File: src/include/daq_config.svh
`ifndef DAQ_CONFIG_SVH
`define DAQ_CONFIG_SVH

`define DAQ_SYNC          8'hA5

// RAM regions
`define DAQ_ADDR_INIT     12'hFE0
`define DAQ_ADDR_LINK     12'hFCC
`define DAQ_ADDR_TYPE     12'hFC0
`define DAQ_ADDR_TEMP     12'hFC4
`define DAQ_ADDR_DATA0    12'h000
`define DAQ_FRAME_STRIDE  12'h240
`define DAQ_FRAMES        6

// samples per conversion block
`define DAQ_BLOCK         16
`define DAQ_LINK_POLLS    12
`define DAQ_TX_TIMEOUT    64
`define DAQ_ADC_ID        8'h3C
`define DAQ_LINK_WORD     8'h5A

`endif
File: src/source/daq_pkg.sv
package daq_pkg;

    // packet types carried in the type byte of every frame
    typedef enum logic [3:0] {
        BAG_INIT   = 4'd0,
        // host commands
        BAG_DIDX   = 4'd5,
        BAG_DPARAM = 4'd6,
        BAG_DDIDX  = 4'd7,
        // console replies
        BAG_DLINK  = 4'd8,
        BAG_DTYPE  = 4'd9,
        BAG_DTEMP  = 4'd10,
        BAG_DATA0  = 4'd13,
        BAG_DATA1  = 4'd14,
        BAG_ERROR  = 4'd15
    } bag_type_t;

    // byte address and byte length into the shared RAM
    typedef logic [11:0] ram_addr_t;
    typedef logic [11:0] ram_len_t;

endpackage

File: src/source/pkt_rx.sv
`timescale 1ns/1ps
`include "daq_config.svh"

module pkt_rx (
    input  logic               clk,
    input  logic               rst,
    input  logic [7:0]         rx_data,
    input  logic               rx_valid,
    output logic               fs_com_read,
    input  logic               fd_com_read,
    output daq_pkg::bag_type_t read_btype
);
    typedef enum logic [1:0] {R_SYNC, R_TYPE, R_CSUM, R_HOLD} state_t;

    state_t     state;
    logic [7:0] type_byte;

    assign fs_com_read = (state == R_HOLD);

    always_ff @(posedge clk or posedge rst) begin
        if (rst) begin
            state      <= R_SYNC;
            type_byte  <= '0;
            read_btype <= daq_pkg::BAG_INIT;
        end else begin
            case (state)
                // anything ahead of a sync byte is dropped
                R_SYNC: if (rx_valid && rx_data == `DAQ_SYNC) state <= R_TYPE;
                R_TYPE: begin
                    if (rx_valid) begin
                        type_byte <= rx_data;
                        state     <= R_CSUM;
                    end
                end
                R_CSUM: begin
                    if (rx_valid) begin
                        // single-byte body, so the checksum equals the type byte
                        if (rx_data == type_byte) read_btype <= daq_pkg::bag_type_t'(type_byte[3:0]);
                        else read_btype <= daq_pkg::BAG_ERROR;
                        state <= R_HOLD;
                    end
                end
                default: if (fd_com_read) state <= R_SYNC;
            endcase
        end
    end

endmodule

File: config.mk
export PLATFORM = sky130hd
export DESIGN_NAME = pkt_rx
export DESIGN_NICKNAME = d
export VERILOG_FILES = /design/src/source/daq_pkg.sv /design/src/source/pkt_rx.sv
export VERILOG_INCLUDE_DIRS = /design/src /design/src/include
export SDC_FILE = /design/constraint.sdc
export NUM_CORES = 1
export LEC_CHECK = 0
export BUFFER_PORTS_ARGS = -buffer_cell sky130_fd_sc_hd__clkbuf_2
export CORE_MARGIN = 1
export CORE_UTILIZATION = 54
export CTS_CLUSTER_SIZE = 40
export DETAILED_ROUTE_END_ITERATION = 7
export PLACE_DENSITY = 0.79
export SLEW_MARGIN = 20
export SYNTH_ARGS = -nofsm -noshare
export SYNTH_HDL_FRONTEND = slang
export SYNTH_SLANG_ARGS = --single-unit
File: constraint.sdc
create_clock -name clk -period 3.15 [get_ports clk]
set_clock_uncertainty 0.15 [all_clocks]
set_input_delay 0.315 -clock clk [delete_from_list [all_inputs] [get_ports clk]]
set_output_delay 0.315 -clock clk [all_outputs]
set_load 0.005 [all_outputs]
* Word-level counts from Yosys, hierarchy flattened
Cells that the tools add are included. W data, S select, Z words.
Storage, ports and cells: register bits after elaboration 14, output and inout bits 5
Operators by class: mux-type cells 6, reductions and logical operators 6, equal/unequal tests 8
Operator list (number):
- $eq A8 B8 Y1 | 1
- $eq A8 B8 Y1 const B | 1
- $mux W2 | 4
- $ne A2 B2 Y1 const B | 3
- $pmux W2 S3 | 1
- $eq A2 B2 Y1 const B | 2
- $mux W4 | 1
- $reduce_and A2 Y1 | 2
- $reduce_and A4 Y1 | 1
- $reduce_bool A4 Y1 | 1
- $eq A2 B1 Y1 const B | 1
- $logic_not A2 Y1 | 1
- $logic_and A1 B1 Y1 | 1

* Depth between registers and ports, before layout
word-level depth 4, gate-level depth with buffers 6, gate-level depth less buffers 6

* Worst setup path after synthesis
Ideal clock, no wire load.
path kind flip-flop to flip-flop, start point register state[0], end point register read_btype[0], cell stages (with the launch flop) 7, path slack 1.360 ns, buffers on the path 0, data arrival time 1.518 ns, library setup time 0.121 ns, cells stage by stage dfrtp_1 -> inv_1 -> ha_1 -> and2_1 -> nand4_1 -> or4_4 -> o22a_1
On the way: cells in the longest elaborated chain, start to end 2
RTL lines:
- from (decl) | line pkt_rx.sv:15 | state_t state;
- from (signal assigned) | line pkt_rx.sv:22 | state <= R_SYNC;
- from (signal assigned) | line pkt_rx.sv:28 | R_SYNC: if (rx_valid && rx_data == `DAQ_SYNC) state <= R_TYPE;
- from (signal assigned) | line pkt_rx.sv:32 | state <= R_CSUM;
- $eq A2 B2 Y1 | line pkt_rx.sv:26 | case (state)
- $reduce_and A2 Y1 (no source line)
- to (signal assigned) | line pkt_rx.sv:24 | read_btype <= daq_pkg::BAG_INIT;
- to (signal assigned) | line pkt_rx.sv:38 | if (rx_data == type_byte) read_btype <= daq_pkg::bag_type_t'(type_byte[3:0]);
- to (signal assigned) | line pkt_rx.sv:39 | else read_btype <= daq_pkg::BAG_ERROR;
- to (decl) | line pkt_rx.sv:11 | output daq_pkg::bag_type_t read_btype
No other way between the ends. A chain may end at the register's enable or synchronous reset.

* Final worst setup path
start point register state[0], end point register state[1]
On the way: cells in the longest elaborated chain, start to end 3, elaborated cells between the ends (all ways) 9, those cells by class eq/ne (5); mux (1); reduce/logical (3)
RTL lines (line):
- $eq A2 B2 Y1 (tied with other cells) | pkt_rx.sv:26
- $reduce_bool A4 Y1 (no source line) or $ne A2 B2 Y1 (tied branches)
- $reduce_and A4 Y1 (no source line)
Parallel ways exist; a longest one is shown, timed or not.

==> impl_metrics.env <==
export IMPL_status="finished, final reports clean"
export IMPL_ys_seq_area_share_pct=49.9
export IMPL_p_sw_share_pct=33.0
export IMPL_n_fill_cell=80
export IMPL_synth_fp_nets=70
export IMPL_arrival_ps=1950
export IMPL_period_share_pct=61.5
export IMPL_drive_above_1_share_pct=39.2
export IMPL_post_cts_buffers=0
export IMPL_top_usage_layer="met2"
export IMPL_routed_wl_um=1180
export IMPL_power_switching_uw=220
export IMPL_nets=92
export IMPL_synth_cell_types=18
export IMPL_endpoint="state[1]$_DFFE_PP0P_"
export IMPL_grt_max_degree=15
export IMPL_ff_latch_area_sq_um=350
export IMPL_use_met3_pct=5.23
export IMPL_synth_most_common_cell="dfrtp_1"
export IMPL_yosysWarnings=0
export IMPL_intPower_uw=447
export IMPL_synth_area_top_cells="dfrtp_1, mux2_2, xnor2_1"
export IMPL_syn_area_per_cell_sq_um=13.0
export IMPL_placementRows=12
export IMPL_timing_rr_end="state[1]$_DFFE_PP0P_"
export IMPL_synth_edff_count=0
export IMPL_post_route_min_period_ps=1940
export IMPL_clockRootBuffer="clkbuf_4"
export IMPL_finalSetupViolCount=0
export IMPL_grt_pass1_wl_um=1870
export IMPL_drtIter0Drc=2
export IMPL_routed_via_density=5.39
export IMPL_antenna_found_initial=0
export IMPL_clkPwrFrac_pct=15.1
export IMPL_seq_power_share_pct=46.0
export IMPL_power_density_nw_per_um2=802
export IMPL_p_comb_share_pct=38.9
export IMPL_cts_tree="yes"
export IMPL_r2r_start="state[0]$_DFFE_PP0P_"
export IMPL_drt_first_pass_iters=2
export IMPL_io_pins=17
export IMPL_ys_flop_type="dfrtp_1"
export IMPL_htreeDepth=1
export IMPL_vias=474
export IMPL_hp_class="in2reg"
export IMPL_ir_drop_uv=506
export IMPL_fin_setup_tns_ps=0
export IMPL_gp_congestion=0.718
export IMPL_antenna_cells=0
export IMPL_drv_slew=0
export IMPL_p_leak_nw=0.369
export IMPL_cts_buffers=3
export IMPL_worst_pin_slew_ps=542
export IMPL_synth_async_reset_ratio_pct=100
export IMPL_routedWlPerCell_um=13.4
export IMPL_grt_use_met1_pct=23.1
export IMPL_syn_cell_area_sq_um=702
export IMPL_slew_limit_headroom_pct=63.9
export IMPL_die_y_um=38.1
export IMPL_drtAntennaViolNets=0
export IMPL_hold_ws_ps=167
export IMPL_grt_pass1_vias=469
export IMPL_drc_errors=0
export IMPL_rr_worst_depth=6
export IMPL_synth_commonest_cells="dfrtp_1, mux2_2, xnor2_1"
export IMPL_synth_seq_cells=14
export IMPL_synth_area_leader_cell="dfrtp_1"
export IMPL_multi_input_area_sq_um=340
export IMPL_syn2layout_area_growth_pct=18.5
export IMPL_synth_top_area_share_pct=49.9
export IMPL_clkTransAtPathRegs_ps=80
export IMPL_cts_sinks=14
export IMPL_required_ps=3170
export IMPL_grt_overflow=0
export IMPL_grt_total_usage_pct=19.3
export IMPL_use_met2_pct=30.9
export IMPL_crit_start="state[0]$_DFFE_PP0P_"
export IMPL_critPathCaptureType="flip-flop"
export IMPL_cp_start_kind="flip-flop"
export IMPL_die_area_sq_um=1450
export IMPL_start_util_pct=60.7
export IMPL_fmax_ghz=0.516
export IMPL_rsz0062_at_grt="false"
export IMPL_die_x_um=38.1
export IMPL_synthCells=54
export IMPL_clk_latency_ps=280
export IMPL_core_area_sq_um=1160
export IMPL_r2r_slack_ps=1210
export IMPL_clock_path_buffers=2
export IMPL_critPathKind="reg2reg"
export IMPL_numPortBuffers=16
export IMPL_final_hold_violation_count=0
export IMPL_critPathMaxFanout=4
export IMPL_cap_violations=0
[final cells by class]
type / count / share of cell area, %
Multi-Input combinational cell: 37 / 40.9
Inverter: 3 / 1.35
Timing Repair Buffer: 17 / 10.8
Tap cell: 14 / 2.11
Sequential cell: 14 / 42.1
Clock buffer: 3 / 2.71
[cells in the final DEF, fill, tap and decap left out, types with 2 or more instances in the layout]
cell	instances
nand4_1	2
ha_1	4
xnor2_1	6
mux2_2	9
inv_1	3
clkbuf_2	16
o22a_1	4
xor2_1	2
dfrtp_1	14
clkbuf_4	3
[power groups by stage]
stage	Combinational, mW	Clock (mW)	Sequential [mW]
2_1_floorplan	0.209	0	0.299
3_3_place_gp	0.252	0	0.310
3_5_place_dp	0.261	0	0.312
4_1_cts	0.263	0.103	0.308
5_1_grt	0.288	0.111	0.315
6_report	0.260	0.101	0.307
[cells by family after synthesis]
family	after synthesis	synth area share, %
flip-flops	14	49.9
multiplexers	10	15.9
AND/OR/NAND/NOR	9	8.38
XOR/XNOR	8	9.98
AO/OA/AOI/OAI	6	7.13
adder cells (fa/ha/maj)	4	7.13
buffers and inverters	3	1.60
[sequential cells by signal, summed over array words and instances (netlist names)]
register / count
read_btype: 4
type_byte: 8
state: 2
[worst min path at each step]
| stage | cells past startpoint | slack (ps) | endpoint | start |
|---|---|---|---|---|
| after floorplan | 1 | 50 | read_btype[0]$_DFFE_PP0P_ | rst |
| after global placement | 2 | 210 | type_byte[2]$_DFFE_PP0P_ | rst |
| after detailed placement | 2 | 210 | read_btype[0]$_DFFE_PP0P_ | rst |
| after CTS | 2 | 160 | type_byte[1]$_DFFE_PP0P_ | rx_data[1] |
| after global routing | 2 | 170 | type_byte[1]$_DFFE_PP0P_ | rx_data[1] |
| final | 2 | 170 | type_byte[5]$_DFFE_PP0P_ | rx_data[5] |
[metal layers]
layer  share of wire (%)  routed length [um]
met3                 4.8                  56
met2                  49                 580
met4                   0                   0
met5                   0                   0
met1                  46                 540
[per-stage QoR]
stage               total power, mW  instance area (sq um)  setup slack, ps  utilization (%)  std cells
floorplan                     0.508                    702             1360                -         54
global placement              0.562                    800             1280             69.2         84
detailed placement            0.573                    800             1230             69.2         84
CTS                           0.674                    832             1220             72.0         88
global route                  0.713                    832             1100             72.0         88
finish                        0.667                    832             1210             72.0         88
[timing repair]
item                                   in CTS  in global routing
resized for setup                           0                  0
endpoints found under the hold margin      14                  0
hold buffers                                1                  0
[worst max-delay path, stage by stage, from the launching register on]
cell	delay (ps)
dfrtp_1	400
inv_1	80
ha_1	230
nor3_1	250
mux2i_1	140
a21oi_1	210
mux2_2	370
No activity file was read; power rests on OpenSTA's default activity.
