## src/include/daq_config.svh

```systemverilog
`ifndef DAQ_CONFIG_SVH
`define DAQ_CONFIG_SVH

`define DAQ_SYNC          8'hA5

// RAM regions
`define DAQ_ADDR_INIT     12'hFE0
`define DAQ_ADDR_LINK     12'hFCC
`define DAQ_ADDR_TYPE     12'hFC0
`define DAQ_ADDR_TEMP     12'hFC4
`define DAQ_ADDR_DATA0    12'h000
`define DAQ_FRAME_STRIDE  12'h240
`define DAQ_FRAMES        6

// samples per conversion block
`define DAQ_BLOCK         16
`define DAQ_LINK_POLLS    12
`define DAQ_TX_TIMEOUT    64
`define DAQ_ADC_ID        8'h3C
`define DAQ_LINK_WORD     8'h5A

`endif
```

## src/source/daq_pkg.sv

```systemverilog
package daq_pkg;

    // packet types carried in the type byte of every frame
    typedef enum logic [3:0] {
        BAG_INIT   = 4'd0,
        // host commands
        BAG_DIDX   = 4'd5,
        BAG_DPARAM = 4'd6,
        BAG_DDIDX  = 4'd7,
        // console replies
        BAG_DLINK  = 4'd8,
        BAG_DTYPE  = 4'd9,
        BAG_DTEMP  = 4'd10,
        BAG_DATA0  = 4'd13,
        BAG_DATA1  = 4'd14,
        BAG_ERROR  = 4'd15
    } bag_type_t;

    // byte address and byte length into the shared RAM
    typedef logic [11:0] ram_addr_t;
    typedef logic [11:0] ram_len_t;

endpackage

```

## src/source/wb_if.sv

```systemverilog
`timescale 1ns/1ps

interface wb_if;
    logic               cyc;
    logic               stb;
    logic               we;
    daq_pkg::ram_addr_t adr;
    logic [7:0]         dat_w;
    logic [7:0]         dat_r;
    logic               ack;

    // classic cycle, master holds cyc and stb until a one-cycle ack
    modport master (
        output cyc, stb, we, adr, dat_w,
        input  dat_r, ack
    );

    modport slave (
        input  cyc, stb, we, adr, dat_w,
        output dat_r, ack
    );
endinterface

```

## src/source/adc_front.sv

```systemverilog
`timescale 1ns/1ps
`include "daq_config.svh"

module adc_front (
    input  logic       clk,
    input  logic       rst,
    input  logic       fs_adc_init,
    output logic       fd_adc_init,
    input  logic       fs_adc_type,
    output logic       fd_adc_type,
    input  logic       fs_adc_conf,
    output logic       fd_adc_conf,
    input  logic       fs_adc_conv,
    output logic       fd_adc_conv,
    input  logic       fs_adc_tran,
    output logic       fd_adc_tran,
    input  logic [7:0] adc_data,
    input  logic       adc_valid,
    input  logic [7:0] adc_temp,
    wb_if.master       wb
);
    typedef enum logic [1:0] {OP_INIT, OP_TYPE, OP_CONF, OP_CONV} op_t;
    typedef enum logic [1:0] {ST_IDLE, ST_WR, ST_SAMP, ST_DONE} state_t;

    state_t             state;
    op_t                op;
    daq_pkg::ram_addr_t base;
    daq_pkg::ram_len_t  idx;
    daq_pkg::ram_len_t  last;
    logic [2:0]         wr_frame;
    logic [7:0]         sample;
    logic [7:0]         word;

    // index of the final word, two header words plus the block for a conversion
    assign last = (op == OP_CONV) ? 12'(`DAQ_BLOCK + 1) : 12'd1;

    always_comb begin
        word = sample;
        if (idx == 12'd0) begin
            case (op)
                OP_INIT: word = `DAQ_LINK_WORD;
                OP_TYPE: word = `DAQ_ADC_ID;
                OP_CONF: word = adc_temp;
                default: word = {5'd0, wr_frame};
            endcase
        end else if (idx == 12'd1) begin
            case (op)
                OP_INIT: word = 8'h01;
                OP_CONF: word = 8'h00;
                default: word = 8'(`DAQ_BLOCK);
            endcase
        end
    end

    assign wb.cyc   = (state == ST_WR);
    assign wb.stb   = (state == ST_WR);
    assign wb.we    = (state == ST_WR);
    assign wb.adr   = base + idx;
    assign wb.dat_w = word;

    assign fd_adc_init = (state == ST_DONE) && (op == OP_INIT);
    assign fd_adc_type = (state == ST_DONE) && (op == OP_TYPE);
    assign fd_adc_conf = (state == ST_DONE) && (op == OP_CONF);
    assign fd_adc_conv = (state == ST_DONE) && (op == OP_CONV);
    assign fd_adc_tran = !((state == ST_WR || state == ST_SAMP) && op == OP_CONV);

    always_ff @(posedge clk or posedge rst) begin
        if (rst) begin
            state    <= ST_IDLE;
            op       <= OP_INIT;
            base     <= '0;
            idx      <= '0;
            wr_frame <= '0;
        end else begin
            case (state)
                ST_IDLE: begin
                    idx   <= '0;
                    state <= ST_WR;
                    if (fs_adc_init) begin
                        op   <= OP_INIT;
                        base <= `DAQ_ADDR_LINK;
                    end else if (fs_adc_type) begin
                        op   <= OP_TYPE;
                        base <= `DAQ_ADDR_TYPE;
                    end else if (fs_adc_conf) begin
                        op   <= OP_CONF;
                        base <= `DAQ_ADDR_TEMP;
                    end else if (fs_adc_conv && !fs_adc_tran) begin
                        op   <= OP_CONV;
                        base <= `DAQ_ADDR_DATA0 + wr_frame * `DAQ_FRAME_STRIDE;
                    end else begin
                        state <= ST_IDLE;
                    end
                end
                ST_WR: begin
                    if (wb.ack) begin
                        idx <= idx + 12'd1;
                        if (idx == last) state <= ST_DONE;
                        else if (op == OP_CONV && idx != 12'd0) state <= ST_SAMP;
                    end
                end
                // one sample accepted per write, adc_valid is ignored mid-write
                ST_SAMP: if (adc_valid) state <= ST_WR;
                default: begin
                    if (op == OP_CONV) wr_frame <= (wr_frame == 3'(`DAQ_FRAMES - 1)) ? 3'd0 : wr_frame + 3'd1;
                    state <= ST_IDLE;
                end
            endcase
        end
    end

    always_ff @(posedge clk) begin
        if (state == ST_SAMP && adc_valid) sample <= adc_data;
    end

endmodule

```

## src/flat_wrapper.sv

```systemverilog
// flat-port wrapper written by rule: the top's interface ports become plain ports
module adc_front_flat 
  (clk, rst, fs_adc_init, fd_adc_init, fs_adc_type, fd_adc_type, fs_adc_conf, fd_adc_conf, fs_adc_conv, fd_adc_conv, fs_adc_tran, fd_adc_tran, adc_data, adc_valid, adc_temp, wb_cyc, wb_stb, wb_we, wb_adr, wb_dat_w, wb_dat_r, wb_ack);
  wb_if wb_i ();
  input  logic clk;
  input  logic rst;
  input  logic fs_adc_init;
  output logic fd_adc_init;
  input  logic fs_adc_type;
  output logic fd_adc_type;
  input  logic fs_adc_conf;
  output logic fd_adc_conf;
  input  logic fs_adc_conv;
  output logic fd_adc_conv;
  input  logic fs_adc_tran;
  output logic fd_adc_tran;
  input  logic [7:0] adc_data;
  input  logic adc_valid;
  input  logic [7:0] adc_temp;
  output wire logic [$bits(wb_i.cyc)-1:0] wb_cyc;
  output wire logic [$bits(wb_i.stb)-1:0] wb_stb;
  output wire logic [$bits(wb_i.we)-1:0] wb_we;
  output wire logic [$bits(wb_i.adr)-1:0] wb_adr;
  output wire logic [$bits(wb_i.dat_w)-1:0] wb_dat_w;
  input wire logic [$bits(wb_i.dat_r)-1:0] wb_dat_r;
  input wire logic [$bits(wb_i.ack)-1:0] wb_ack;
  assign wb_cyc = wb_i.cyc;
  assign wb_stb = wb_i.stb;
  assign wb_we = wb_i.we;
  assign wb_adr = wb_i.adr;
  assign wb_dat_w = wb_i.dat_w;
  assign wb_i.dat_r = wb_dat_r;
  assign wb_i.ack = wb_ack;
  adc_front u_core (.clk(clk), .rst(rst), .fs_adc_init(fs_adc_init), .fd_adc_init(fd_adc_init), .fs_adc_type(fs_adc_type), .fd_adc_type(fd_adc_type), .fs_adc_conf(fs_adc_conf), .fd_adc_conf(fd_adc_conf), .fs_adc_conv(fs_adc_conv), .fd_adc_conv(fd_adc_conv), .fs_adc_tran(fs_adc_tran), .fd_adc_tran(fd_adc_tran), .adc_data(adc_data), .adc_valid(adc_valid), .adc_temp(adc_temp), .wb(wb_i));
endmodule
```

## config.mk

```make
export PLATFORM = sky130hd
export DESIGN_NAME = adc_front_flat
export DESIGN_NICKNAME = d
export VERILOG_FILES = /design/src/source/daq_pkg.sv /design/src/source/wb_if.sv /design/src/source/adc_front.sv /design/src/flat_wrapper.sv
export VERILOG_INCLUDE_DIRS = /design/src /design/src/include
export SDC_FILE = /design/constraint.sdc
export NUM_CORES = 1
export LEC_CHECK = 0
export BUFFER_PORTS_ARGS = -buffer_cell sky130_fd_sc_hd__buf_2
export CAP_MARGIN = 20
export CORE_MARGIN = 5
export CORE_UTILIZATION = 30
export DETAILED_ROUTE_END_ITERATION = 16
export REMOVE_ABC_BUFFERS = 1
export SLEW_MARGIN = 20
export SYNTH_ARGS = -nofsm -noshare
export SYNTH_HDL_FRONTEND = slang
export SYNTH_SLANG_ARGS = --single-unit
export TNS_END_PERCENT = 30
```

## constraint.sdc

```tcl
create_clock -name clk -period 3.53 [get_ports clk]
set_clock_uncertainty 0.15 [all_clocks]
set_input_delay 0.353 -clock clk [delete_from_list [all_inputs] [get_ports clk]]
set_output_delay 0.353 -clock clk [all_outputs]
set_load 0.005 [all_outputs]
```

== After elaboration in Yosys (flattened, before gate mapping) ==
Index checks and enable logic that the tools add are counted.
Storage, ports and cells
  bits in registers: 39
  logic and storage cells: 70
  output and inout bits: 28
  input bits: 33
Cells by class
  equal/unequal tests: 12
  $add $sub $neg: 3
  multiply operators: 1
  bitwise logic cells: 1
  reduce and logical (&&, ||, !) cells: 22
  muxes and demuxes: 25
Operators by type and width (number)
  2-to-1 mux 12 bit: 5
  case mux 12 bit (2 select lines): 1
  case mux 8 bit (3 select lines): 1
  2-to-1 mux 2 bit: 11
  2-to-1 mux 8 bit: 2
  adder 12 x 1 -> 12 bit (second input constant): 1
  adder 12 bit: 1
  equality test 12 x 1 -> 1 bit (second input constant): 1
  equality test 12 bit: 1
  zero test 12 bit: 1
  nonzero test 12 bit: 1
  case mux 5 bit (2 select lines): 1
  equality test 2 bit (second input constant): 4
  logical AND 1 bit: 8
  multiplier 3 x 4 -> 6 bit (second input constant): 1
  case mux 2 bit (3 select lines): 1
  AND reduction 2 bit: 3
  2-to-1 mux 5 bit: 1
  equality test 2 x 1 -> 1 bit (second input constant): 2
  zero test 2 bit: 2
  nonzero test 4 bit: 1
  adder 3 x 1 -> 3 bit (second input constant): 1
  equality test 3 bit (second input constant): 1
  2-to-1 mux 3 bit: 1
  10 further kinds: 11

== Longest topological paths before layout ==
  depth after elaboration: 7
  mapped depth: 7
  depth with buffers taken out: 7

== Least setup slack after synthesis ==
No wires, ideal clock.
  path kind: register to output
  from: reg u_core.idx[3]
  to: out wb_adr[11]
  required time: 3027 ps
  stages on the path, launching flop included: 7
  path slack: 1123 ps
  path buffers: 0
  arrival time: 1904 ps
  path through: dfrtp_1 > ha_1 > a21o_1 > a41oi_1 > o21ai_0 > or4_1 > and3_1
On the way
  longest elaborated chain between the ends: 1
Ends and longest elaborated chain
  start, declared: line adc_front.sv:28  | daq_pkg::ram_len_t idx;
  start signal, assigned: line adc_front.sv:97  | idx <= idx + 12'd1;
  adder 12 bit: line adc_front.sv:58  | assign wb.adr = base + idx;
  end, declared: line flat_wrapper.sv:23  | output wire logic [$bits(wb_i.adr)-1:0] wb_adr;
No other way between the ends.

== Worst setup path after layout ==
Ends and elaborated chain as after synthesis.

==> results.md <==
* Clk_lat worst skew at 0.28 ns
* R2R Path Start: u_core.idx[8]
* CORE AREA at 6870 sq um
* HPWL after detailed placement at 3770 microns
* Max-slew violation count at 0
* Max-cap violations at 0
* Hold Path Stages at 1
* Clk slew on worst S/H paths at 0.07 ns
* Final hold viol count at 0
* Setup CP Type: register to output pin
* Peak Freq at 335 MHz
* Synth Cell Area at 2140 sq um
* # DRC at 0
* Ys async rst share at 75.0%
* Cts repair resizes at 0
* Final min period at 2.98 ns
* Power Density at 706 nW/um^2
* Peak VDD IR at 0.335 mV
* Critical path capture point type: output pin
* Crit start category: register
* Worst R2R End: u_core.state[0]
* # setup viols final at 0
* Met1 Use GR at 14.8%
* GPL Wtd Cong at 0.809
* Register bit total from synthesis at 32
* Port buffer count at 52
* I/O pin count at 61
* Die ar. at 8920 sq um
* Global-route met2 utilization at 19.0%
* Number of antenna violations at the first check in global routing at 0
* Drt via density at 4.66
* R2R setup slack at 1.19 ns
* Post-synthesis sequential area ratio at 39.3%
* Drt wl/cell at 13.0 microns
* Worst-Margin Slew at 0.921 ns
* Overall routing resource usage at 11.5%
* EDFF count, synth at 8
* Initial drt markers at 80
* CP Max Fanout at 7
* RSZ-0062 raised after global routing: false
* Most common cell after layout, fill and taps aside: buf_2
* Layout cells sized above 1 at 25.1%
* DRT Pass-1 Iters at 4
* Layout area overhead at 20.2%
* Final WL at 4870 microns
* Hold WC Path Type: primary input to register
* Largest net degree at the start of global routing at 25
* Mapped Cells at 230
* Vias in the first global route at 1773
* Commonest non-fill, non-tap cells in the layout: buf_2, dfrtp_1, nand2_1
* Finished Core Util at 37.4%
* Hold Path End: u_core.sample[6]
* # clock sinks at 32
* Die H at 94.5 microns
* Synth Flop Type: dfrtp_1
* Clock root buffer: clkbuf_8
* Starting density of the core at 31.1%
* Die Wd at 94.5 microns
* DRT antenna net count at 0
* Grt peak-use layer: met2
* Synth Warn # at 0
* Post-CTS Setup Inserts at 0
* Final setup TNS at 0 ns
* Diodes inserted at 0
* Max Buffers Root-to-Sink at 2
* Yosys cell types at 51
* Worst slew margin at 38.5%
* Final period util at 84.5%
* Syn_area_per_cell at 9.30 sq um
* Congestion Overflow GR at 0
* Met3 GRT Util at 3.03%
* Nets at 326
* H-Tree Depth at 2
* Hold Startpoint: adc_data[6]
* Vias post-DR at 1746
* Leak pwr at 1.22 nW
* Layout filler cell count at 718
* CTS tree: done
* Outcome: completed
* First-pass GRT wire length at 8270 microns
* Path depth of the worst reg2reg path at 5
* Hold Buf Count CTS at 0
* Total CTS buffers at 5
* Crit path DAT at 2.48 ns
* Worst Path Required at 3.03 ns
* Row count at 30
synth_stat cells, types with 2 or more instances:
master	count	area, sq um
a21o_1	3	22.5
a21oi_1	11	55.1
a22o_1	2	17.5
and2_1	4	25.0
and3_1	4	25.0
buf_4	4	30.0
clkbuf_1	6	22.5
dfrtp_1	24	601
edfxtp_1	8	240
ha_1	14	175
inv_1	15	56.3
mux2_2	2	22.5
mux2i_1	2	20.0
nand2_1	22	82.6
nand2b_1	2	12.5
nand3_1	5	25.0
nand4_1	4	25.0
nor2_1	14	52.6
nor2b_1	6	37.5
nor3_1	8	40.0
nor4_1	2	12.5
o21ai_0	15	75.1
o31ai_1	4	30.0
or3_1	4	25.0
xnor2_1	13	114
xor2_1	7	61.3
kinds of logic after synthesis:
kind of cell | Yosys count | synth area share (%)
buffers and inverters | 27 | 5.50
AO/OA/AOI/OAI | 46 | 13.7
adder cells (fa/ha/maj) | 15 | 9.12
multiplexers | 5 | 2.69
AND/OR/NAND/NOR | 85 | 21.5
XOR/XNOR | 20 | 8.19
flip-flops | 32 | 39.3
power breakdown:
part	internal [mW]	switching, mW
registers	0.461	0.113
clock network	0.181	0.145
logic	0.425	0.492
stage by stage:
stage	cells	hold slack [ns]	total power, mW	setup slack, ns	instance area, sq um
2_1_floorplan	218	0.218	1.16	1.12	2080
3_3_place_gp	367	0.377	1.51	0.877	2470
3_5_place_dp	367	0.378	1.52	0.846	2470
4_1_cts	375	0.0844	1.85	0.523	2570
5_1_grt	375	0.0823	2.00	0.436	2570
6_report	375	0.0918	1.82	0.548	2570
state kept, by name (all words and copies together), names as in the netlist:
signal           cells
u_core.op            2
u_core.idx          12
u_core.wr_frame      3
u_core.sample        8
u_core.base          5
u_core.state         2
final cells by class:
class                   count  area (sq um)  area share, %
repair buffers             53           268           10.4
well taps                  96           120           4.67
clock inverters             2          11.3          0.438
clock buffers               6          93.8           3.65
multi-input cells         171          1180           45.9
inverters                  15          56.3           2.19
flip-flops and latches     32           841           32.7
per-layer routing:
| layer | wire [microns] | part of all wire [%] |
|---|---|---|
| met3 | 244 | 5.0 |
| met1 | 2240 | 46 |
| met2 | 2350 | 48 |
| met5 | 0 | 0 |
| met4 | 38 | 0.78 |
worst max path at each step:
| stage | end | slack [ns] | cells after the start | start |
|---|---|---|---|---|
| finish | wb_adr[11] | 0.55 | 7 | u_core.idx[3] |
| global route | wb_adr[11] | 0.44 | 7 | u_core.idx[3] |
| CTS | wb_adr[11] | 0.52 | 7 | u_core.idx[3] |
| detailed placement | wb_adr[11] | 0.85 | 7 | u_core.idx[3] |
| global placement | wb_adr[11] | 0.88 | 7 | u_core.idx[3] |
| floorplan | wb_adr[11] | 1.12 | 6 | u_core.idx[3] |
worst max-delay path, stage by stage (launching register included):
cell	delay (ns)
dfrtp_1	0.48
ha_1	0.33
a21o_1	0.17
a41oi_1	0.28
o21ai_0	0.21
or4_1	0.42
and3_1	0.17
buf_2	0.12
Power figures use the tool's default switching activity.
