<file path="config.mk">
export PLATFORM = sky130hd
export DESIGN_NAME = console
export DESIGN_NICKNAME = d
export VERILOG_FILES = /design/src/source/daq_pkg.sv /design/src/source/console.sv
export VERILOG_INCLUDE_DIRS = /design/src /design/src/include
export SDC_FILE = /design/constraint.sdc
export NUM_CORES = 1
export LEC_CHECK = 0
export BUFFER_PORTS_ARGS = -buffer_cell sky130_fd_sc_hd__buf_2
export CORE_MARGIN = 1
export CORE_UTILIZATION = 39
export DETAILED_ROUTE_END_ITERATION = 8
export GPL_TIMING_DRIVEN = 0
export PLACE_DENSITY = 0.73
export SLEW_MARGIN = 20
export SYNTH_ARGS = -nofsm -noshare
export SYNTH_HDL_FRONTEND = slang
export SYNTH_SLANG_ARGS = --single-unit
</file>
<file path="constraint.sdc">
create_clock -name clk -period 5.2 [get_ports clk]
set_input_delay 0.52 -clock clk [delete_from_list [all_inputs] [get_ports clk]]
set_output_delay 0.52 -clock clk [all_outputs]
set_load 0.02 [all_outputs]
</file>
<file path="src/include/daq_config.svh">
`ifndef DAQ_CONFIG_SVH
`define DAQ_CONFIG_SVH

`define DAQ_SYNC          8'hA5

// RAM regions
`define DAQ_ADDR_INIT     12'hFE0
`define DAQ_ADDR_LINK     12'hFCC
`define DAQ_ADDR_TYPE     12'hFC0
`define DAQ_ADDR_TEMP     12'hFC4
`define DAQ_ADDR_DATA0    12'h000
`define DAQ_FRAME_STRIDE  12'h240
`define DAQ_FRAMES        6

// samples per conversion block
`define DAQ_BLOCK         16
`define DAQ_LINK_POLLS    12
`define DAQ_TX_TIMEOUT    64
`define DAQ_ADC_ID        8'h3C
`define DAQ_LINK_WORD     8'h5A

`endif
</file>
<file path="src/source/daq_pkg.sv">
package daq_pkg;

    // packet types carried in the type byte of every frame
    typedef enum logic [3:0] {
        BAG_INIT   = 4'd0,
        // host commands
        BAG_DIDX   = 4'd5,
        BAG_DPARAM = 4'd6,
        BAG_DDIDX  = 4'd7,
        // console replies
        BAG_DLINK  = 4'd8,
        BAG_DTYPE  = 4'd9,
        BAG_DTEMP  = 4'd10,
        BAG_DATA0  = 4'd13,
        BAG_DATA1  = 4'd14,
        BAG_ERROR  = 4'd15
    } bag_type_t;

    // byte address and byte length into the shared RAM
    typedef logic [11:0] ram_addr_t;
    typedef logic [11:0] ram_len_t;

endpackage

</file>
<file path="src/source/console.sv">
`timescale 1ns/1ps
`include "daq_config.svh"

module console (
    input  logic               clk,
    input  logic               rst,
    output logic               fs_adc_init,
    input  logic               fd_adc_init,
    output logic               fs_adc_type,
    input  logic               fd_adc_type,
    output logic               fs_adc_conf,
    input  logic               fd_adc_conf,
    output logic               fs_adc_conv,
    input  logic               fd_adc_conv,
    output logic               fs_adc_tran,
    input  logic               fd_adc_tran,
    output logic               fs_com_send,
    input  logic               fd_com_send,
    input  logic               fd_com_txer,
    input  logic               fs_com_read,
    output logic               fd_com_read,
    input  daq_pkg::bag_type_t read_btype,
    output daq_pkg::bag_type_t send_btype,
    output daq_pkg::ram_len_t  ram_dlen,
    output daq_pkg::ram_addr_t ram_addr_init
);
    typedef enum logic [3:0] {
        MAIN_IDLE, LINK_WORK, LINK_WAIT, LINK_TAKE, LINK_SEND, LINK_DONE,
        MAIN_WAIT, MAIN_TAKE, CMD_IDLE, CMD_WORK, CMD_TAKE, CMD_SEND, CMD_DONE
    } state_t;

    state_t             state;
    state_t             next_state;
    daq_pkg::bag_type_t cmd;
    logic [7:0]         polls;
    logic [2:0]         frame;
    logic               cmd_valid;
    logic               cmd_done;
    logic               is_conv;

    assign is_conv   = (cmd == daq_pkg::BAG_DDIDX);
    assign cmd_valid = (cmd == daq_pkg::BAG_DIDX) || (cmd == daq_pkg::BAG_DPARAM) || is_conv;

    assign fs_adc_init = (state == LINK_WORK);
    assign fs_adc_type = (state == CMD_WORK) && (cmd == daq_pkg::BAG_DIDX);
    assign fs_adc_conf = (state == CMD_WORK) && (cmd == daq_pkg::BAG_DPARAM);
    assign fs_adc_conv = (state == CMD_WORK) && is_conv;
    assign fs_adc_tran = (state == CMD_SEND) && is_conv;
    assign fs_com_send = (state == LINK_SEND) || (state == CMD_SEND);
    // acknowledge the held command, pkt_rx releases it in response
    assign fd_com_read = (state == CMD_IDLE);

    always_comb begin
        case (cmd)
            daq_pkg::BAG_DIDX:   cmd_done = fd_adc_type;
            daq_pkg::BAG_DPARAM: cmd_done = fd_adc_conf;
            daq_pkg::BAG_DDIDX:  cmd_done = fd_adc_conv;
            default:             cmd_done = 1'b0;
        endcase
    end

    always_comb begin
        next_state = state;
        case (state)
            MAIN_IDLE: next_state = LINK_WORK;
            LINK_WORK: if (fd_adc_init) next_state = LINK_WAIT;
            LINK_WAIT: if (polls >= 8'(`DAQ_LINK_POLLS - 1)) next_state = LINK_TAKE;
            LINK_TAKE: next_state = LINK_SEND;
            LINK_SEND: begin
                if (fd_com_send) next_state = LINK_DONE;
                else if (fd_com_txer) next_state = LINK_WAIT;
            end
            LINK_DONE: next_state = MAIN_WAIT;
            MAIN_WAIT: if (fs_com_read) next_state = MAIN_TAKE;
            MAIN_TAKE: next_state = CMD_IDLE;
            // error frames and unknown types are dropped here
            CMD_IDLE: if (!fs_com_read) next_state = cmd_valid ? CMD_WORK : MAIN_WAIT;
            CMD_WORK: if (cmd_done) next_state = CMD_TAKE;
            CMD_TAKE: next_state = CMD_SEND;
            CMD_SEND: begin
                // a stalled host forces a fresh link announcement
                if (fd_com_txer) next_state = LINK_WAIT;
                else if (fd_com_send && (!is_conv || fd_adc_tran)) next_state = CMD_DONE;
            end
            CMD_DONE: next_state = MAIN_WAIT;
            default: next_state = MAIN_IDLE;
        endcase
    end

    always_ff @(posedge clk or posedge rst) begin
        if (rst) begin
            state <= MAIN_IDLE;
            cmd   <= daq_pkg::BAG_INIT;
            polls <= '0;
            frame <= '0;
        end else begin
            state <= next_state;
            polls <= (state == LINK_WAIT) ? polls + 8'd1 : 8'd0;
            if (state == MAIN_TAKE) cmd <= read_btype;
            // data buffer ring, kept in step with the adc_front write ring
            if (state == CMD_TAKE && is_conv) frame <= (frame == 3'(`DAQ_FRAMES - 1)) ? 3'd0 : frame + 3'd1;
        end
    end

    always_ff @(posedge clk or posedge rst) begin
        if (rst) begin
            send_btype    <= daq_pkg::BAG_INIT;
            ram_addr_init <= `DAQ_ADDR_INIT;
            ram_dlen      <= '0;
        end else if (state == LINK_TAKE) begin
            send_btype    <= daq_pkg::BAG_DLINK;
            ram_addr_init <= `DAQ_ADDR_LINK;
            ram_dlen      <= 12'd2;
        end else if (state == CMD_TAKE) begin
            case (cmd)
                daq_pkg::BAG_DIDX: begin
                    send_btype    <= daq_pkg::BAG_DTYPE;
                    ram_addr_init <= `DAQ_ADDR_TYPE;
                end
                daq_pkg::BAG_DPARAM: begin
                    send_btype    <= daq_pkg::BAG_DTEMP;
                    ram_addr_init <= `DAQ_ADDR_TEMP;
                end
                default: begin
                    send_btype    <= frame[0] ? daq_pkg::BAG_DATA1 : daq_pkg::BAG_DATA0;
                    ram_addr_init <= `DAQ_ADDR_DATA0 + frame * `DAQ_FRAME_STRIDE;
                end
            endcase
            ram_dlen <= is_conv ? 12'(2 + `DAQ_BLOCK) : 12'd2;
        end else if (state == MAIN_WAIT) begin
            send_btype    <= daq_pkg::BAG_INIT;
            ram_addr_init <= `DAQ_ADDR_INIT;
            ram_dlen      <= '0;
        end
    end

endmodule

</file>
; After elaboration in Yosys (flattened, before gate mapping)
; Cells that the tools add are included.
[classes]
n_addsub = 2
mul = 1
n_eq_ne = 23
n_reduce_logical = 15
bitwise_logic = 0
muxes = 27
magnitude_cmp = 1
n_shift = 0
div_mod_pow = 0
[op_table]
columns = operator, count
row1 = $mux 12, 6
row2 = $mux 4, 13
row3 = $pmux 4 s12, 1
row4 = $eq 4x3->1 const B, 7
row5 = $pmux 12 s2, 1
row6 = $eq 4x4->1 const B, 5
row7 = $add 8x1->8 const B, 1
row8 = $eq 4x2->1 const B, 2
row9 = $ge 8x4->1 const B, 1
row10 = $mux 8, 1
row11 = $ne 2x2->1 const B, 4
row12 = $reduce_and 7->1, 1
row13 = $logic_and 1x1->1, 6
row14 = $mul 3x4->6 const B, 1
row15 = $pmux 3 s2, 1
row16 = $mux 5, 1
row17 = $eq 4x1->1 const B, 1
row18 = $logic_not 4->1, 1
row19 = $logic_or 1x1->1, 4
row20 = $add 3x1->3 const B, 1
row21 = $eq 3x3->1 const B, 1
row22 = $mux 3, 1
row23 = $ne 3x2->1 const B, 1
row24 = $ne 3x3->1 const B, 1
row25 = 6 further kinds, 6
[totals]
latch_bits = 0
memories = 0
out_inout_bits = 35
mem_bits_ro = 0
ramBits = 0
elab_cells = 76
register_bits = 47
in_bits = 14

; Longest topological paths before layout
; Gate-level depths: netlist of run 1.
[logic_depth]
word_depth = 7
ltp_mapped = 7
mapped_depth_nobuf = 6

; Least setup slack after synthesis of run 1
; Ideal clock, no wire load.
[synth_path]
path_kind = reg-to-reg
start = register state[1]
end = register state[0]
required_time_ns = 5.075
path_buffers = 1
synth_period_minus_slack_ns = 2.237
path_stages_with_launch = 7
arrival_ns = 2.112
slack_ns = 2.963
setup_ns = 0.125
cell_sequence = dfrtp_1 -> clkbuf_1 -> nor4b_1 -> nand2_1 -> o2111a_2 -> o311ai_4 -> mux2_4
[synth_between]
elab_chain_cells = 3
elab_cells_between_ends = 23
cone_classes = eq/ne: 19 / mux: 1 / reduce/logical: 3
[synth_rtl]
columns = item, line_no
row1 = start: declaration, console.sv:32  ; state_t state;
row2 = start signal: assignment, console.sv:97  ; state <= next_state;
row3 = $eq 4x4->1 (*), n/a
row4 = named net fd_com_read, console.sv:21  ; output logic fd_com_read,
row5 = $ne 2x2->1 (no line), n/a
row6 = $reduce_and 7->1 (no line), n/a
; Mark *: on every way through the listed nets, which the timed path passes. The rest lies on a longest branch.
; A chain may end at the register's enable or synchronous reset.

; Worst setup path after layout of run 1
[layout_path]
start = register state[1]
end = output port fs_adc_init
[layout_between]
elab_chain_cells = 1
[layout_rtl]
columns = item, line_no
row1 = $eq 4x1->1, console.sv:44  ; assign fs_adc_init = (state == LINK_WORK);
row2 = end: declaration, console.sv:7  ; output logic fs_adc_init,
; Every way passes these cells.

==> metrics, run 1 <==
share of layout cells above drive strength 1=33.2%; Peak VDD IR=0.000257 V; antenna-violating nets left=0; Placed Area=2100 um2; Max Fclk=0.444 GHz; Finish-stage setup viols=0; antenna violations before repair=0; CTS resizes=0; leakage power=0.00106 uW; vias in the first global route=1,411; RR Startpoint=state[2]; H-tree levels=2; detailed-route wire length=3.76 mm; crit-path max FO=10; Netlist Area Pre-Place=1820 um2; cell area after layout=2180 um2; Tcrit/Tclk final=43.3%; Sum Neg Setup Slack=0 ps; gr usage total=16.1%; Netlist cell types=48; RSZ-0062 raised after global routing=no; Die Height=70.2 um; status=finished clean; Final Net Count=258; CTS sink cnt=30; core area=4410 um2; # diodes=0; initial core utilization=41.1%; number of synthesized flops with an enable pin=0; clock period minus worst slack=2250 ps; WL/cell=12.7 um; crit start category=flop; DRC errors left=0; TritonCTS clock tree=yes; Util after Layout=49.5%; top area cells in the synthesized netlist=dfrtp_1, buf_4, dfstp_2; Syn Area/Cell=9.61 um2; reg-to-reg slack, setup=3060 ps; Worst-path clk slew=70 ps; # fillers=432; die area=4930 um2; I/O Buffers=35; Slew @ Worst Pin=618 ps; die width=70.2 um; Seq/Total Area, Yosys=41.6%; GP Congestion=0.892; aggregate global routing overflow=0; WP data required=4680 ps; vias per inst=5.01; Pins Over Slew Limit=0; Setup Skew=9.91 ps; pin count of the biggest net entering global routing=31; # hold bufs at CTS=0; total CTS buffers=5; pwr/cell area=551 nW/um2; fraction of registers with async set/reset=100%; first-pass GRT wire length=6.26 mm; leading area contributor after synthesis=dfrtp_1; Synth Flop Type=dfrtp_1; headroom to the max-slew limit=58.7%; Synth Register Bits=30; synth warn=0; Rows=24; Detailed Routing Iterations Pass 1=4; hold crit path type=in2async; Final Hold Viols=0; post-CTS setup buffers=0; P&R area growth vs syn=20.3%; WS Path Type=reg2out; Vias=1,483; Clock Latency Late Sink=280 ps; Setup crit end kind=output pin; CP arrival=1730 ps; Syn Inst Count=189; R2R cell count=6; I/O pin total=49; drt first-iter violations=63; DP Wirelength=2.83 mm; post-synth top area share=35.8%; FF-to-FF End=state[2]; total of max-cap violations=0; maximum buffer depth of the clock tree=2; Root Buffer=clkbuf_8
[cell type report]
cell class | count | area, um2 | share of cell area, %
multi-input cells | 136 | 893 | 40.9
flip-flops and latches | 30 | 756 | 34.6
plain buffers | 27 | 181 | 8.31
repair buffers | 35 | 175 | 8.02
clock buffers | 6 | 72.6 | 3.32
well taps | 52 | 65.1 | 2.98
inverters | 8 | 30.0 | 1.38
clock inverters | 2 | 10.0 | 0.458
[layer usage]
metal	routed length [um]	track usage [%]	part of all wire, %
met1	1700	20.9	45
met2	1810	25.7	48
met3	213	3.90	5.7
met4	35	6.00	0.93
met5	0	0	0
[state kept, by name, indices dropped and copies added, names as in the netlist]
signal,count
cmd,4
frame,3
polls,8
ram_addr_init,6
ram_dlen,2
send_btype,3
state,4
[metrics by stage]
stage	total power, uW	std cells	setup WS [ps]	hold WS (ps)
floorplan	877	201	2960	462
global placement	1020	288	3140	459
detailed placement	1030	288	3100	470
CTS	1210	296	2960	329
global route	1290	296	2900	359
finish	1200	296	2950	306
[cell usage in the layout, fill, tap and decap left out, types with 2 or more instances in the layout]
master    Yosys  layout
nor2_1       17      17
buf_2         1      36
a221oi_1      2       2
dfstp_2       4       4
o21a_1        2       2
nand3b_1      2       2
nand2b_1      2       2
nand3_1      10      10
o211ai_1      2       2
inv_1         8       7
clkbuf_8      0       5
xor2_1        6       6
o21ai_0       8       8
or3_1         2       2
mux2_2        7       7
nor4_1        2       2
o31ai_1       3       3
and3_1        2       2
buf_6         2       2
clkinv_2      0       2
nor4b_1       2       2
xnor2_1       2       2
o22a_1        3       3
buf_4        17      17
mux2_4        3       3
a21oi_1       8       8
clkbuf_1      6       7
nand2_1      15      15
conb_1        1      13
o32ai_1       2       2
nor2b_1       4       4
dfrtp_1      26      26
[critical path, stage by stage, from the launching register on]
cell and delay [ps]:
dfrtp_1 400, clkbuf_1 220, clkbuf_1 280, nor4_1 320, buf_2 220
[power by group]
part / internal (uW) / total [uW] / switching [uW]
sequential: 319 / 381 / 61.8
clock: 92.5 / 180 / 87.2
combinational: 286 / 643 / 357
[how the worst max path moves through the flow]
stage	from	end	slack [ps]	depth (start not counted)
final	state[1]	fs_adc_init	2950	4
after global routing	state[1]	fs_adc_init	2900	4
after CTS	state[2]	fs_com_send	2960	4
after detailed placement	state[2]	state[1]	3100	6
after global placement	state[2]	state[0]	3140	6
after floorplan	state[1]	state[0]	2960	6
[Yosys cell counts (3+ instances only)]
| cell type | n |
|---|---|
| dfrtp_1 | 26 |
| buf_4 | 17 |
| nor2_1 | 17 |
| nand2_1 | 15 |
| nand3_1 | 10 |
| a21oi_1 | 8 |
| inv_1 | 8 |
| o21ai_0 | 8 |
| mux2_2 | 7 |
| clkbuf_1 | 6 |
| xor2_1 | 6 |
| dfstp_2 | 4 |
| nor2b_1 | 4 |
| mux2_4 | 3 |
| o22a_1 | 3 |
| o31ai_1 | 3 |
[logic make-up (layout without fill, tap and decap cells)]
group                      after synthesis  count (layout)  share of synthesized area (%)
buffers and inverters                   35              78                           11.6
and+or+nand+nor                         65              65                           19.0
muxes                                   11              11                           7.37
xor gates and xnor gates                 8               8                           3.86
DFF                                     30              30                           41.6
AOI/OAI and AO/OA                       38              38                           15.6
adders and majority gates                1               1                          0.689
other                                    1              13                          0.207
(Power assumes the default switching activity.)
==> run 2: changes to the inputs <==
PLACE_DENSITY = 0.76   (was 0.73)
clock period = 2.05 ns   (was 5.2 ns; I/O delays follow)
==> metrics, run 2 (same netlist as run 1, synthesis figures left out) <==
status=finished with violations (was finished clean); violated checks=negative hold slack; detailed-route wire length=3.87 mm (was 3.76 mm); Util after Layout=50.9% (was 49.5%); Sum Neg Setup Slack=0 ps (unchanged); Tcrit/Tclk final=97.9%; Clock Latency Late Sink=290 ps (was 280 ps); WHS=-2.00 ps (was 306 ps); Rows=24 (unchanged); crit-path max FO=8 (was 10); max reg flops=8 (unchanged); cell area after layout=2250 um2 (was 2180 um2); DP Wirelength=2.81 mm (was 2.83 mm); WL/cell=13.0 um (was 12.7 um); commonest non-fill, non-tap cell in the layout=buf_2 (unchanged); core area=4410 um2 (unchanged); most frequent cells in the layout=buf_2, dfrtp_1, buf_4, nor2_1, nand2_1 (was buf_2, dfrtp_1, nor2_1, buf_4, nand2_1); pwr/cell area=1450 nW/um2 (was 551 nW/um2); CP bufs+invs=1 (was 3); DRC errors left=0 (unchanged); CP arrival=2180 ps (was 1730 ps); maximum buffer depth of the clock tree=2 (unchanged); Peak VDD IR=0.000532 V (was 0.000257 V); die area=4930 um2 (unchanged); largest register by flop count=polls (unchanged); antenna-violating nets left=0 (unchanged); leakage power=0.00109 uW (was 0.00106 uW); CP cell instances=buf_2 > or2_4 > or4_4 > o2111a_2 > o311ai_4 > mux2_4 (was clkbuf_1 > clkbuf_1 > nor4_1 > buf_2); aggregate global routing overflow=0 (unchanged); P&R area growth vs syn=23.8% (was 20.3%); Final Hold Viols=7 (was 0); H-tree levels=2 (unchanged); Detailed Routing Iterations Pass 1=5 (was 4); Die Height=70.2 um (unchanged); vias per inst=5.03 (was 5.01); total CTS buffers=5 (unchanged); WP data required=2220 ps (was 4680 ps); Pins Over Slew Limit=0 (unchanged); initial core utilization=41.1% (unchanged); crit start category=flop (unchanged); final non-filler cell total=297 (was 296); Root Buffer=clkbuf_8 (unchanged); gr usage total=16.9% (was 16.1%); drt first-iter violations=124 (was 63); RSZ-0062 raised after global routing=yes (was no); Placed Cells incl. Taps=288 (unchanged); vias in the first global route=1,372 (was 1,411); GP Congestion=0.888 (was 0.892); first-pass GRT wire length=6.53 mm (was 6.26 mm); share of layout cells above drive strength 1=36.3% (was 33.2%); TritonCTS clock tree=yes (unchanged); Worst-path clk slew=60 ps (was 70 ps); I/O Buffers=35 (unchanged); hold crit path type=in2async (unchanged); antenna violations before repair=0 (unchanged); Setup crit end kind=flop (was output pin); die width=70.2 um (unchanged); Multi-input gate area=922 um2 (was 893 um2); # fillers=431 (was 432); Top Registers=polls x8, ram_addr_init x6 (unchanged); delay-heaviest family, CP=simple AND/OR/NAND/NOR gates (was buffers and inverters); Slew @ Worst Pin=634 ps (was 618 ps); Finish-stage setup viols=0 (unchanged); Max Fclk=0.498 GHz; FF+latch area=756 um2 (unchanged); crit path max-delay cell type=or4_4 (was dfrtp_1); Final Net Count=259 (was 258); WS Path Type=reg2reg (was reg2out); I/O pin total=49 (unchanged); Vias=1,493 (was 1,483); headroom to the max-slew limit=57.7% (was 58.7%); Setup Skew=5.16 ps (was 9.91 ps); # diodes=0 (unchanged); CTS sink cnt=30 (unchanged); pin count of the biggest net entering global routing=31 (unchanged); Critical Path Max Stage Delay=480 ps (was 400 ps); Placed Area=2110 um2 (was 2100 um2); clock period minus worst slack=2010 ps; total of max-cap violations=0 (unchanged)
==> run 2: cell types whose count changed in the layout (fill, tap and decap cells not counted), sizes merged <==
cell,previous run,this run
bufinv,0,1
clkbuf,12,11
buf,56,57
==> run 2: final timing paths <==
kind                          startpoint       endpoint  slack, ps  depth (start not counted)
max in group asynchronous            rst       state[0]       1640                          2
hold reg to reg            send_btype[2]  send_btype[2]        470                          2
min in group clk           read_btype[0]         cmd[0]        150                          2
setup / recovery                state[0]       state[0]         40                          6
setup reg to reg                state[0]       state[0]         40                          6
hold / removal                       rst       polls[0]         -2                          2
==> run 2: metal layers <==
metal	part of all wire [%]	up-vias	global-route usage [%]
met4	1.8	0	6.44
met1	47	679	22.4
met5	0	-	0
met2	45	53	25.8
met3	6.2	11	5.19
li1	-	750	-
==> run 2: final cells by class <==
class | instances | share of cell area (%)
Buffer | 27 | 8.18
Clock buffer | 5 | 3.06
Clock inverter | 3 | 1.78
Inverter | 8 | 1.34
Multi-Input combinational cell | 136 | 41.0
Sequential cell | 30 | 33.6
Tap cell | 52 | 2.89
Timing Repair Buffer | 36 | 8.12
==> run 2: what timing repair did <==
item                                    CTS  global route
hold buffers                              0             0
gates resized for setup                   1             7
pin swaps                                 0             1
hold endpoints to repair                  0             0
endpoints found under the setup margin    1             4
buffers inserted                          0             1
==> run 2: stage by stage <==
step                power [uW]  worst slack [ps]
finish                    3270              43.5
detailed placement        2610              28.2
floorplan                 2230               135
CTS                       3240              13.4
global placement          2570             -8.00
global route              3490            -0.768
==> run 2: power by group <==
| group | switching [uW] | internal [uW] | total, uW |
|---|---|---|---|
| clock | 234 | 357 | 591 |
| sequential | 160 | 810 | 970 |
| combinational | 936 | 768 | 1700 |
